===== src/hdl/la_isa_pkg.sv =====
package la_isa_pkg;

    // register-register format
    typedef struct packed {
        logic [16:0] opcode;
        logic [4:0]  rk;
        logic [4:0]  rj;
        logic [4:0]  rd;
    } fmt_3r_t;

    // register plus 12-bit immediate
    typedef struct packed {
        logic [9:0]  opcode;
        logic [11:0] i12;
        logic [4:0]  rj;
        logic [4:0]  rd;
    } fmt_2ri12_t;

    // 20-bit immediate, lu12i.w
    typedef struct packed {
        logic [6:0]  opcode;
        logic [19:0] i20;
        logic [4:0]  rd;
    } fmt_1ri20_t;

    // conditional branches
    typedef struct packed {
        logic [5:0]  opcode;
        logic [15:0] i16;
        logic [4:0]  rj;
        logic [4:0]  rd;
    } fmt_2ri16_t;

    // unconditional branch, offset split low part first
    typedef struct packed {
        logic [5:0]  opcode;
        logic [15:0] offs_lo;
        logic [9:0]  offs_hi;
    } fmt_i26_t;

    typedef union packed {
        fmt_3r_t    fmt_3r;
        fmt_2ri12_t fmt_2ri12;
        fmt_1ri20_t fmt_1ri20;
        fmt_2ri16_t fmt_2ri16;
        fmt_i26_t   fmt_i26;
    } la_inst_u;

    localparam logic [16:0] OP_ADD_W   = 17'h00020;
    localparam logic [16:0] OP_SUB_W   = 17'h00022;
    localparam logic [16:0] OP_AND     = 17'h00029;
    localparam logic [16:0] OP_OR      = 17'h0002a;
    localparam logic [16:0] OP_XOR     = 17'h0002b;
    localparam logic [9:0]  OP_ADDI_W  = 10'h00a;
    localparam logic [6:0]  OP_LU12I_W = 7'h0a;
    localparam logic [5:0]  OP_BEQ     = 6'h16;
    localparam logic [5:0]  OP_BNE     = 6'h17;
    localparam logic [5:0]  OP_B       = 6'h14;

endpackage


===== src/hdl/la_pipe_pkg.sv =====
package la_pipe_pkg;

    // data path and pc width
    localparam int XLEN = 32;

    // instruction word width
    localparam int INST_W = 32;

    // register file geometry
    localparam int REG_AW = 5;
    localparam int NREGS  = 1 << REG_AW;

    // alu operation encoding
    localparam int ALU_OP_W = 3;

    localparam logic [ALU_OP_W-1:0] ALU_ADD   = 3'd0;
    localparam logic [ALU_OP_W-1:0] ALU_SUB   = 3'd1;
    localparam logic [ALU_OP_W-1:0] ALU_AND   = 3'd2;
    localparam logic [ALU_OP_W-1:0] ALU_OR    = 3'd3;
    localparam logic [ALU_OP_W-1:0] ALU_XOR   = 3'd4;
    localparam logic [ALU_OP_W-1:0] ALU_PASS2 = 3'd5;

    // instruction memory, word address is pc[7:2]
    localparam int IMEM_AW    = 6;
    localparam int IMEM_DEPTH = 1 << IMEM_AW;

    localparam logic [XLEN-1:0] PC_STEP = 32'd4;

endpackage


===== src/hdl/stage_links.sv =====
interface fetch_link_if import la_pipe_pkg::*; ();
    logic              valid;
    logic              allowin;
    logic [XLEN-1:0]   pc;
    logic [INST_W-1:0] inst;

    modport producer (output valid, pc, inst, input allowin);
    modport consumer (input valid, pc, inst, output allowin);
endinterface

interface exec_link_if import la_pipe_pkg::*; ();
    logic                valid;
    logic                allowin;
    logic [XLEN-1:0]     pc;
    logic [ALU_OP_W-1:0] alu_op;
    logic [XLEN-1:0]     src1;
    logic [XLEN-1:0]     src2;
    logic                rf_we;
    logic [REG_AW-1:0]   dest;

    modport producer (
        output valid, pc, alu_op, src1, src2, rf_we, dest,
        input  allowin
    );
    modport consumer (
        input  valid, pc, alu_op, src1, src2, rf_we, dest,
        output allowin
    );
endinterface

// result held in execute, seen by decode
interface bypass_if import la_pipe_pkg::*; ();
    logic              valid;
    logic              we;
    logic [REG_AW-1:0] waddr;
    logic [XLEN-1:0]   wdata;
    logic              commit_fire;

    modport producer (output valid, we, waddr, wdata, commit_fire);
    modport consumer (input valid, we, waddr, wdata, commit_fire);
endinterface


===== src/hdl/decode_stage.sv =====
module decode_stage import la_pipe_pkg::*, la_isa_pkg::*; (
    input  logic            clk,
    input  logic            resetn,
    fetch_link_if.consumer  in,
    exec_link_if.producer   out,
    bypass_if.consumer      byp,
    output logic            br_redirect,
    output logic [XLEN-1:0] br_target
);

    logic            valid;
    la_inst_u        inst;
    logic [XLEN-1:0] pc;

    logic is_add, is_sub, is_and, is_or, is_xor;
    logic is_addi, is_lu12i, is_beq, is_bne, is_b;
    logic is_3r, src_is_rd, br_cond, exec_fire;

    logic [REG_AW-1:0] rd, rj, rk;
    logic [REG_AW-1:0] raddr1, raddr2;
    logic [XLEN-1:0]   rdata1, rdata2;
    logic [XLEN-1:0]   rj_value, rkd_value;
    logic              fwd1, fwd2;

    logic [XLEN-1:0] simm12, imm20, offs16, offs26;
    logic [25:0]     i26;

    assign in.allowin = !valid || out.allowin;

    // wrong-path word dropped on redirect
    always_ff @(posedge clk) begin
        if (!resetn) begin
            valid <= 1'b0;
        end else if (br_redirect) begin
            valid <= 1'b0;
        end else if (in.allowin) begin
            valid <= in.valid;
        end
    end

    always_ff @(posedge clk) begin
        if (in.valid && in.allowin) begin
            inst <= in.inst;
            pc   <= in.pc;
        end
    end

    // one word, read through each format view
    assign is_add   = inst.fmt_3r.opcode == OP_ADD_W;
    assign is_sub   = inst.fmt_3r.opcode == OP_SUB_W;
    assign is_and   = inst.fmt_3r.opcode == OP_AND;
    assign is_or    = inst.fmt_3r.opcode == OP_OR;
    assign is_xor   = inst.fmt_3r.opcode == OP_XOR;
    assign is_addi  = inst.fmt_2ri12.opcode == OP_ADDI_W;
    assign is_lu12i = inst.fmt_1ri20.opcode == OP_LU12I_W;
    assign is_beq   = inst.fmt_2ri16.opcode == OP_BEQ;
    assign is_bne   = inst.fmt_2ri16.opcode == OP_BNE;
    assign is_b     = inst.fmt_i26.opcode == OP_B;

    assign is_3r     = is_add | is_sub | is_and | is_or | is_xor;
    assign src_is_rd = is_beq | is_bne;

    assign rd = inst.fmt_3r.rd;
    assign rj = inst.fmt_3r.rj;
    assign rk = inst.fmt_3r.rk;

    assign raddr1 = rj;
    assign raddr2 = src_is_rd ? rd : rk;

    regfile regfile_i (
        .clk    (clk),
        .raddr1 (raddr1),
        .raddr2 (raddr2),
        .rdata1 (rdata1),
        .rdata2 (rdata2),
        .we     (byp.commit_fire && byp.we),
        .waddr  (byp.waddr),
        .wdata  (byp.wdata)
    );

    // execute result overrides the file, never for r0
    assign fwd1 = byp.valid && byp.we && (byp.waddr == raddr1) && (raddr1 != '0);
    assign fwd2 = byp.valid && byp.we && (byp.waddr == raddr2) && (raddr2 != '0);

    assign rj_value  = fwd1 ? byp.wdata : rdata1;
    assign rkd_value = fwd2 ? byp.wdata : rdata2;

    assign i26    = {inst.fmt_i26.offs_hi, inst.fmt_i26.offs_lo};
    assign simm12 = {{20{inst.fmt_2ri12.i12[11]}}, inst.fmt_2ri12.i12};
    assign imm20  = {inst.fmt_1ri20.i20, 12'b0};
    assign offs16 = {{14{inst.fmt_2ri16.i16[15]}}, inst.fmt_2ri16.i16, 2'b0};
    assign offs26 = {{4{i26[25]}}, i26, 2'b0};

    always_comb begin
        out.alu_op = ALU_ADD;
        out.src1   = rj_value;
        out.src2   = rkd_value;
        if (is_sub) begin
            out.alu_op = ALU_SUB;
        end else if (is_and) begin
            out.alu_op = ALU_AND;
        end else if (is_or) begin
            out.alu_op = ALU_OR;
        end else if (is_xor) begin
            out.alu_op = ALU_XOR;
        end else if (is_addi) begin
            out.src2 = simm12;
        end else if (is_lu12i) begin
            out.alu_op = ALU_PASS2;
            out.src2   = imm20;
        end
    end

    assign out.valid = valid;
    assign out.pc    = pc;
    // branches and unknown words commit without a write
    assign out.rf_we = is_3r | is_addi | is_lu12i;
    assign out.dest  = rd;

    assign exec_fire = valid && out.allowin;

    assign br_cond = is_b
                   | (is_beq && (rj_value == rkd_value))
                   | (is_bne && (rj_value != rkd_value));

    assign br_redirect = exec_fire && br_cond;
    assign br_target   = pc + (is_b ? offs26 : offs16);

endmodule


===== src/hdl/exec_stage.sv =====
module exec_stage import la_pipe_pkg::*; (
    input  logic              clk,
    input  logic              resetn,
    exec_link_if.consumer     in,
    bypass_if.producer        byp,
    output logic              commit_valid,
    input  logic              commit_ready,
    output logic [XLEN-1:0]   commit_pc,
    output logic              commit_we,
    output logic [REG_AW-1:0] commit_rd,
    output logic [XLEN-1:0]   commit_wdata
);

    logic                valid;
    logic [XLEN-1:0]     pc;
    logic [ALU_OP_W-1:0] alu_op;
    logic [XLEN-1:0]     src1;
    logic [XLEN-1:0]     src2;
    logic                rf_we;
    logic [REG_AW-1:0]   dest;
    logic [XLEN-1:0]     result;

    // holds while commit is back-pressured
    assign in.allowin = !valid || commit_ready;

    always_ff @(posedge clk) begin
        if (!resetn) begin
            valid <= 1'b0;
        end else if (in.allowin) begin
            valid <= in.valid;
        end
    end

    always_ff @(posedge clk) begin
        if (in.valid && in.allowin) begin
            pc     <= in.pc;
            alu_op <= in.alu_op;
            src1   <= in.src1;
            src2   <= in.src2;
            rf_we  <= in.rf_we;
            dest   <= in.dest;
        end
    end

    always_comb begin
        case (alu_op)
            ALU_SUB:   result = src1 - src2;
            ALU_AND:   result = src1 & src2;
            ALU_OR:    result = src1 | src2;
            ALU_XOR:   result = src1 ^ src2;
            ALU_PASS2: result = src2;
            default:   result = src1 + src2;
        endcase
    end

    assign commit_valid = valid;
    assign commit_pc    = pc;
    assign commit_we    = rf_we;
    assign commit_rd    = dest;
    assign commit_wdata = result;

    // forwarding view plus write strobe for the file
    assign byp.valid       = valid;
    assign byp.we          = rf_we;
    assign byp.waddr       = dest;
    assign byp.wdata       = result;
    assign byp.commit_fire = valid && commit_ready;

endmodule


===== src/hdl/fetch_stage.sv =====
module fetch_stage import la_pipe_pkg::*; (
    input  logic               clk,
    input  logic               resetn,
    input  logic               fetch_en,
    input  logic               imem_we,
    input  logic [IMEM_AW-1:0] imem_addr,
    input  logic [INST_W-1:0]  imem_wdata,
    input  logic               br_redirect,
    input  logic [XLEN-1:0]    br_target,
    fetch_link_if.producer     out
);

    logic [XLEN-1:0]   pc;
    logic [INST_W-1:0] imem [IMEM_DEPTH];
    logic              fetch_fire;

    // program load port
    always_ff @(posedge clk) begin
        if (imem_we) begin
            imem[imem_addr] <= imem_wdata;
        end
    end

    assign out.valid = fetch_en && resetn;
    assign out.pc    = pc;
    // word at current pc, no read latency
    assign out.inst  = imem[pc[IMEM_AW+1:2]];

    assign fetch_fire = out.valid && out.allowin;

    // redirect wins over sequential advance
    always_ff @(posedge clk) begin
        if (!resetn) begin
            pc <= '0;
        end else if (br_redirect) begin
            pc <= br_target;
        end else if (fetch_fire) begin
            pc <= pc + PC_STEP;
        end
    end

endmodule


===== src/hdl/la_core_top.sv =====
module la_core_top import la_pipe_pkg::*; (
    input  logic               clk,
    input  logic               resetn,
    input  logic               fetch_en,
    input  logic               imem_we,
    input  logic [IMEM_AW-1:0] imem_addr,
    input  logic [INST_W-1:0]  imem_wdata,
    output logic               commit_valid,
    input  logic               commit_ready,
    output logic [XLEN-1:0]    commit_pc,
    output logic               commit_we,
    output logic [REG_AW-1:0]  commit_rd,
    output logic [XLEN-1:0]    commit_wdata
);

    logic            br_redirect;
    logic [XLEN-1:0] br_target;

    fetch_link_if f_link ();
    exec_link_if  e_link ();
    bypass_if     byp_link ();

    fetch_stage fetch_stage_i (
        .clk         (clk),
        .resetn      (resetn),
        .fetch_en    (fetch_en),
        .imem_we     (imem_we),
        .imem_addr   (imem_addr),
        .imem_wdata  (imem_wdata),
        .br_redirect (br_redirect),
        .br_target   (br_target),
        .out         (f_link.producer)
    );

    decode_stage decode_stage_i (
        .clk         (clk),
        .resetn      (resetn),
        .in          (f_link.consumer),
        .out         (e_link.producer),
        .byp         (byp_link.consumer),
        .br_redirect (br_redirect),
        .br_target   (br_target)
    );

    exec_stage exec_stage_i (
        .clk          (clk),
        .resetn       (resetn),
        .in           (e_link.consumer),
        .byp          (byp_link.producer),
        .commit_valid (commit_valid),
        .commit_ready (commit_ready),
        .commit_pc    (commit_pc),
        .commit_we    (commit_we),
        .commit_rd    (commit_rd),
        .commit_wdata (commit_wdata)
    );

endmodule


===== src/hdl/regfile.sv =====
module regfile import la_pipe_pkg::*; (
    input  logic              clk,
    input  logic [REG_AW-1:0] raddr1,
    input  logic [REG_AW-1:0] raddr2,
    output logic [XLEN-1:0]   rdata1,
    output logic [XLEN-1:0]   rdata2,
    input  logic              we,
    input  logic [REG_AW-1:0] waddr,
    input  logic [XLEN-1:0]   wdata
);

    logic [XLEN-1:0] regs [NREGS];

    // r0 never written
    always_ff @(posedge clk) begin
        if (we && (waddr != '0)) begin
            regs[waddr] <= wdata;
        end
    end

    assign rdata1 = (raddr1 == '0) ? '0 : regs[raddr1];
    assign rdata2 = (raddr2 == '0) ? '0 : regs[raddr2];

endmodule


===== config.mk =====
export PLATFORM = sky130hd
export DESIGN_NAME = la_core_top
export DESIGN_NICKNAME = d
export VERILOG_FILES = /design/src/hdl/la_isa_pkg.sv /design/src/hdl/la_pipe_pkg.sv /design/src/hdl/stage_links.sv /design/src/hdl/decode_stage.sv /design/src/hdl/exec_stage.sv /design/src/hdl/fetch_stage.sv /design/src/hdl/la_core_top.sv /design/src/hdl/regfile.sv
export SDC_FILE = /design/constraint.sdc
export NUM_CORES = 2
export LEC_CHECK = 0
export BUFFER_PORTS_ARGS = -buffer_cell sky130_fd_sc_hd__buf_2
export CAP_MARGIN = 20
export CORE_MARGIN = 5
export CORE_UTILIZATION = 38
export DETAILED_ROUTE_END_ITERATION = 8
export REMOVE_ABC_BUFFERS = 1
export SLEW_MARGIN = 20
export SYNTH_ARGS = -nofsm -noshare
export SYNTH_HDL_FRONTEND = slang
export SYNTH_SLANG_ARGS = --single-unit
export TNS_END_PERCENT = 1

===== constraint.sdc =====
create_clock -name clk -period 10.4 [get_ports clk]
set_clock_uncertainty 0.1 [all_clocks]
set_input_delay 2.08 -clock clk [delete_from_list [all_inputs] [get_ports clk]]
set_output_delay 2.08 -clock clk [all_outputs]
set_load 0.005 [all_outputs]

== Yosys cells after proc, flatten, opt, wreduce, memory -nomap -nowiden ==
Memories as Yosys holds them, arrays and structs flattened. A register that Yosys moved wholly into a read port is not among the register bits.
Index checks and enable logic that the tools add are counted.

* Output and inout port bits: 71
* Memory bits (read-only): 0
* RAM bits: 3072
* Register bits after elaboration: 171
* Word-level logic and storage cells: 99
* Memories kept: 2
* Latch bits: 0

* Multiply operators: 0
* Shift operators: 0
* Reductions and logical operators: 26
* Muxes and demuxes: 24
* $add $sub $neg: 4
* Magnitude comparators: 0
* Bitwise gates (word level): 13
* Equality and inequality tests: 19
* Div/mod/pow operators: 0

{| class="wikitable"
|+ Memory list
! name !! words !! bits a word !! rd ports !! clocked after memory_dff !! write ports !! RTL line !! source
|-
| fetch_stage_i.imem || 64 || 32 || 1 || 1 || 1 || fetch_stage.sv:14 || <nowiki>logic [INST_W-1:0] imem [IMEM_DEPTH];</nowiki>
|-
| decode_stage_i.regfile_i.regs || 32 || 32 || 2 || 0 || 1 || regfile.sv:12 || <nowiki>logic [XLEN-1:0] regs [NREGS];</nowiki>
|}

{| class="wikitable"
|+ Operator list
! cell !! number
|-
| 32-bit 2-to-1 mux || 13
|-
| 32-bit one-hot mux with 5 select lines || 1
|-
| 17-bit by 6-bit equality test with 1-bit output (second input constant) || 5
|-
| 32-bit adder || 2
|-
| 32-bit by 3-bit adder with 32-bit output (second input constant) || 1
|-
| 32-bit AND || 1
|-
| 32-bit equality test || 1
|-
| 32-bit != test || 1
|-
| 32-bit bitwise OR || 1
|-
| 32-bit subtractor || 1
|-
| 32-bit XOR || 1
|-
| 6-bit by 5-bit equality test with 1-bit output (second input constant) || 3
|-
| 5-bit nonzero test || 3
|-
| 1-bit logical AND || 14
|-
| 10-bit by 4-bit equality test with 1-bit output (second input constant) || 1
|-
| 5-bit equality test || 2
|-
| 5-bit logical NOT || 2
|-
| 3-bit 2-to-1 mux || 3
|-
| 1-bit bitwise OR || 9
|-
| 7-bit by 4-bit equality test with 1-bit output (second input constant) || 1
|-
| 3-bit by 2-bit equality test with 1-bit output (second input constant) || 2
|-
| 3-bit equality test (second input constant) || 2
|-
| 5-bit 2-to-1 mux || 1
|-
| 1-bit 2-to-1 mux || 4
|-
| 8 further kinds || 11
|}

== Logic depth before layout (Yosys ltp) ==
* Depth after elaboration: 13
* Gate-level depth with buffers: 25
* Depth with buffers taken out: 24

== By module ==
From an unflattened synthesis, not the netlist that was laid out.

* Cell total of the unflattened synthesis: 7486
* Area, all modules: 141887.3 um^2

{| class="wikitable"
|+ By module, submodules not included
! module !! area an instance (um^2) !! times used !! sequential area each (um^2) !! cells an instance
|-
| fetch_stage || 79971.7 || 1 || 62259.7 || 3473
|-
| regfile || 47904.7 || 1 || 30749.5 || 2564
|-
| exec_stage || 8120.3 || 1 || 3173.0 || 822
|-
| decode_stage || 5890.6 || 1 || 1941.9 || 627
|}

== Least setup slack after synthesis ==
Ideal clock, no wire load.

* Path type: input port to flip-flop
* Start point: in commit_ready
* End point: reg fetch_stage_i.pc[15], in the netlist fetch_stage_i.out.pc[15]
* Path buffers: 1
* Arrival time: 8.534 ns
* Slack: 1.681 ns
* Data required time: 10.214 ns
* Stages on the path: 9
* Path through: nor2b_1 > nor2b_1 > and2_1 > nand3_1 > or2_1 > o211ai_1 > buf_2 > nor3_1 > a211oi_1

* Longest elaborated chain between the ends: 4
* Elaborated cells on any way between the ends: 7
* Classes of those cells: mux (1); reduce/logical (6)

{| class="wikitable"
|+ Ends and longest elaborated chain
! what !! RTL line !! source
|-
| start, declared || la_core_top.sv:9 || <nowiki>input logic commit_ready,</nowiki>
|-
| 1-bit logical OR (*) || exec_stage.sv:24 || <nowiki>assign in.allowin = !valid || commit_ready;</nowiki>
|-
| 1-bit logical AND (*) || decode_stage.sv:120 || <nowiki>assign exec_fire = valid && out.allowin;</nowiki>
|-
| via decode_stage_i.exec_fire || decode_stage.sv:17 || <nowiki>logic is_3r, src_is_rd, br_cond, exec_fire;</nowiki>
|-
| 1-bit logical AND (*) || decode_stage.sv:126 || <nowiki>assign br_redirect = exec_fire && br_cond;</nowiki>
|-
| 32-bit 2-to-1 mux or 2-bit nonzero test (tied branches) || -- ||
|-
| end signal, assigned || fetch_stage.sv:36 || <nowiki>pc <= br_target;</nowiki>
|-
| end signal, assigned || fetch_stage.sv:38 || <nowiki>pc <= pc + PC_STEP;</nowiki>
|-
| end, declared || fetch_stage.sv:13 || <nowiki>logic [XLEN-1:0] pc;</nowiki>
|}

Mark *: on every way through the listed nets, which the timed path passes. The rest lies on a longest branch.
A chain may end at the register's enable or synchronous reset.

== Worst setup path after layout ==
* Start point: reg exec_stage_i.src2[6]
* End point: out commit_wdata[31]

* Longest elaborated chain between the ends: 2
* Elaborated cells on any way between the ends: 3
* Classes of those cells: add/sub (2); mux (1)

{| class="wikitable"
|+ Ends and longest elaborated chain
! what !! RTL line !! source
|-
| start, declared || exec_stage.sv:18 || <nowiki>logic [XLEN-1:0] src2;</nowiki>
|-
| start signal, assigned || exec_stage.sv:39 || <nowiki>src2 <= in.src2;</nowiki>
|-
| 32-bit adder or 32-bit subtractor (tied branches) || exec_stage.sv:52, exec_stage.sv:47 ||
|-
| 32-bit one-hot mux with 5 select lines (*) || exec_stage.sv:46 || <nowiki>case (alu_op)</nowiki>
|-
| end, declared || la_core_top.sv:13 || <nowiki>output logic [XLEN-1:0] commit_wdata</nowiki>
|}

Every way passes the cells marked *; elsewhere a longest branch is shown, timed or not.

==> impl_metrics.yaml <==
finish:
  fillers: 32700
  most-common-layout-cells: "edfxtp_1 (3,241), mux4_2 (975), nand2_1 (473), clkbuf_16 (341), nand3_1 (311)"
  seq_area_mm2: 0.0980
  layout.cells.non_filler: 13600
  final_nets: 8495
  final_util: 0.432
  area_growth_pct: 13.2
  drive_gt1_frac: 0.243
  multi_input_area_mm2: 0.0436
  final_common_cell: "edfxtp_1"
detailed_routing:
  first_pass_iters: 8
  finalWirelength_um: 467000
  drt_iter0_markers: 11600
  drcViolationCount: 0
  drtAntennaViolNets: 0
  dr_total_vias: 85300
  vias_per_cell: 6.28
  routedWlPerCell_um: 34.3
logic_synthesis:
  syn_area_mm2: 0.143
  syn_avg_cell_area_um2: 17.7
  synth_cell_types: 114
  synth-edff-count: 3241
  synth.top_cell.area_share: 0.680
  async_reset_ff_frac: 0
  ys_top_cells_by_area: "edfxtp_1 (68%), mux4_2 (15%), nand2_1 (1.2%)"
  ys_seq_area_frac: 0.684
  synthFlopType: "edfxtp_1"
  synth_seq_cells: 3275
  syn_inst: 8089
  synth.largest_area_cell: "edfxtp_1"
  yosysWarnings: 0
placed_design:
  pre_cts_ws_ns: 2.35
  place.gp.congestion: 0.953
  dp.cells: 13000
  io_buffers: 113
  hpwlAfterDp_um: 274000
pwr:
  seqPwrFrac: 0.503
  p_per_area_mw_per_mm2: 183
  switchingPower_uw: 7080
  p_comb_frac: 0.097
  intPower_uw: 22700
  p_sw_frac: 0.238
  max-vdd-ir-drop_mv: 0.144
  p_clk_frac: 0.400
  p_leak_uw: 0.0507
timing:
  slew_viol_final: 0
  fin_ws_ns: 1.57
  min_period_over_period: 0.849
  min_period_ns: 8.83
  tns_ns: 0
  setup_violations: 0
  holdWs_ns: 0.346
  hold_violations: 0
  grt_setup_unrepaired: "no"
  fmax_mhz: 113
  slew-limit-headroom: 0.133
  worst_pin_slew_ns: 1.30
cts:
  root_buffer: "clkbuf_16"
  cts_made_buffers: 334
  postCtsSetupRepairBufs: 0
  htree_levels: 5
  cts_sinks: 3275
  hold_buffers: 0
  post_cts_resized: 0
  clock_path_buffers: 4
  path_clk_slew_ns: 0.06
  clk_latency_ns: 0.88
  cts_tree: "built"
setup_path:
  path_max_fanout: 35
  required_ns: 8.22
  worst-setup-path-type: "flop to output pin"
  worstPathArrival_ns: 6.65
  worstRegToRegCells: 17
  path_cells: "or4_1 > nor4_1 > nand2_1 > nor2_1 > nand2_1 > nor2_1 > a21oi_1 > xnor2_1 > ha_1 > nand2_1 > nor2_1 > nand4_1 > o21ai_0 > a21oi_1 > or3b_1 > a31o_2 > buf_4 > buf_2"
  cpMaxStageDelayCell: "o21ai_0"
  slowest_delay_ns: 0.62
  critPathCaptureType: "output pin"
  cp-start-kind: "flop"
global_route:
  grtUsageMet2: 0.364
  grt_max_degree: 140
  track_usage: 0.233
  busiest_layer: "met2"
  use_met3: 0.0559
  grt_overflow: 0
  grt_pass1_wl_um: 651000
  met1_usage: 0.307
  first_global_vias: 84000
  antenna_found_initial: 33
die:
  die_area_mm2: 0.389
  io_pins: 114
  die_h_um: 624
  die_w_um: 624
  core_area_mm2: 0.376
  rows: 225
  start_util: 0.381
worst_hold_path:
  holdCritPathClass: "flop to flop"
  hold_depth: 0
run:
  cap_viol_max_count: 0
outcome:
  status: "finished clean"
==> worst max-delay path: cells and delay by family (launching register included) <==
| kind | cells | cell delay [ns] |
|---|---|---|
| simple gates | 10 | 2.82 |
| compound gates | 4 | 1.40 |
| flops | 1 | 0.47 |
| buf+inv | 2 | 0.47 |
| fa+ha+maj | 1 | 0.45 |
| xor+xnor | 1 | 0.15 |
==> state kept, by name, indices dropped and copies added (netlist names) <==
name and flops:
decode_stage_i.inst 32, decode_stage_i.out.pc 32, decode_stage_i.out.valid 1, decode_stage_i.regfile_i.regs 1024, exec_stage_i.alu_op 3, exec_stage_i.byp.valid 1
exec_stage_i.byp.waddr 5, exec_stage_i.byp.we 1, exec_stage_i.commit_pc 32, exec_stage_i.src1 32, exec_stage_i.src2 32, fetch_stage_i.imem 2048
fetch_stage_i.out.pc 32
==> Yosys cell counts (all sizes together) (126+ instances only) <==
library cell and n:
nor2 247, clkbuf 278, edfxtp 3241, o21ai 277, a211oi 129, a21oi 219, nand3 314, ha 126
mux2i 148, nand2 478, mux4 975, buf 259
==> power groups by stage <==
| stage | registers (uW) | logic, uW | clock network (uW) |
|---|---|---|---|
| after floorplan | 15400 | 2040 | 0 |
| after global routing | 15000 | 3010 | 12600 |
| after CTS | 15000 | 2840 | 12100 |
| after global placement | 15200 | 2790 | 0 |
| after detailed placement | 15200 | 2830 | 0 |
| final | 15000 | 2890 | 11900 |
==> per-stage QoR <==
stage	total power (uW)	cell area, um2
2_1_floorplan	17400	141000
3_3_place_gp	18000	151000
3_5_place_dp	18100	151000
4_1_cts	29900	162000
5_1_grt	30600	162000
6_report	29700	162000
==> metal layers <==
| layer | share of wire | routed length (um) |
|---|---|---|
| met3 | 0.11 | 49800 |
| met2 | 0.46 | 215000 |
| met4 | 0.060 | 28200 |
| met1 | 0.37 | 174000 |
| met5 | 0.00032 | 147 |
==> area by class of cell <==
type	instances	area share
flip-flops and latches	3275	0.604
multi-input cells	4186	0.269
clock buffers	404	0.0541
well taps	4994	0.0385
repair buffers	405	0.0193
clock inverters	192	0.0117
inverters	122	0.00284
diodes	12	0.000185
==> path summary, 6_finish.rpt <==
| path | startpoint | endpoint | slack (ns) |
|---|---|---|---|
| setup / recovery | exec_stage_i.src2[6] | commit_wdata[31] | 1.57 |
| hold / removal | fetch_stage_i.out.pc[1] | decode_stage_i.out.pc[1] | 0.35 |
| setup reg to reg | decode_stage_i.inst[29] | fetch_stage_i.out.pc[12] | 2.01 |
| hold reg to reg | fetch_stage_i.out.pc[1] | decode_stage_i.out.pc[1] | 0.35 |
==> kinds of logic after synthesis <==
group / synth area share
other cells: 0.0000262
flops: 0.684
simple gates: 0.0510
fa+ha+maj: 0.0113
mux: 0.166
compound gates: 0.0598
xor+xnor: 0.00734
buf+inv: 0.0201
Note: power is estimated with default switching activity, not from simulation.
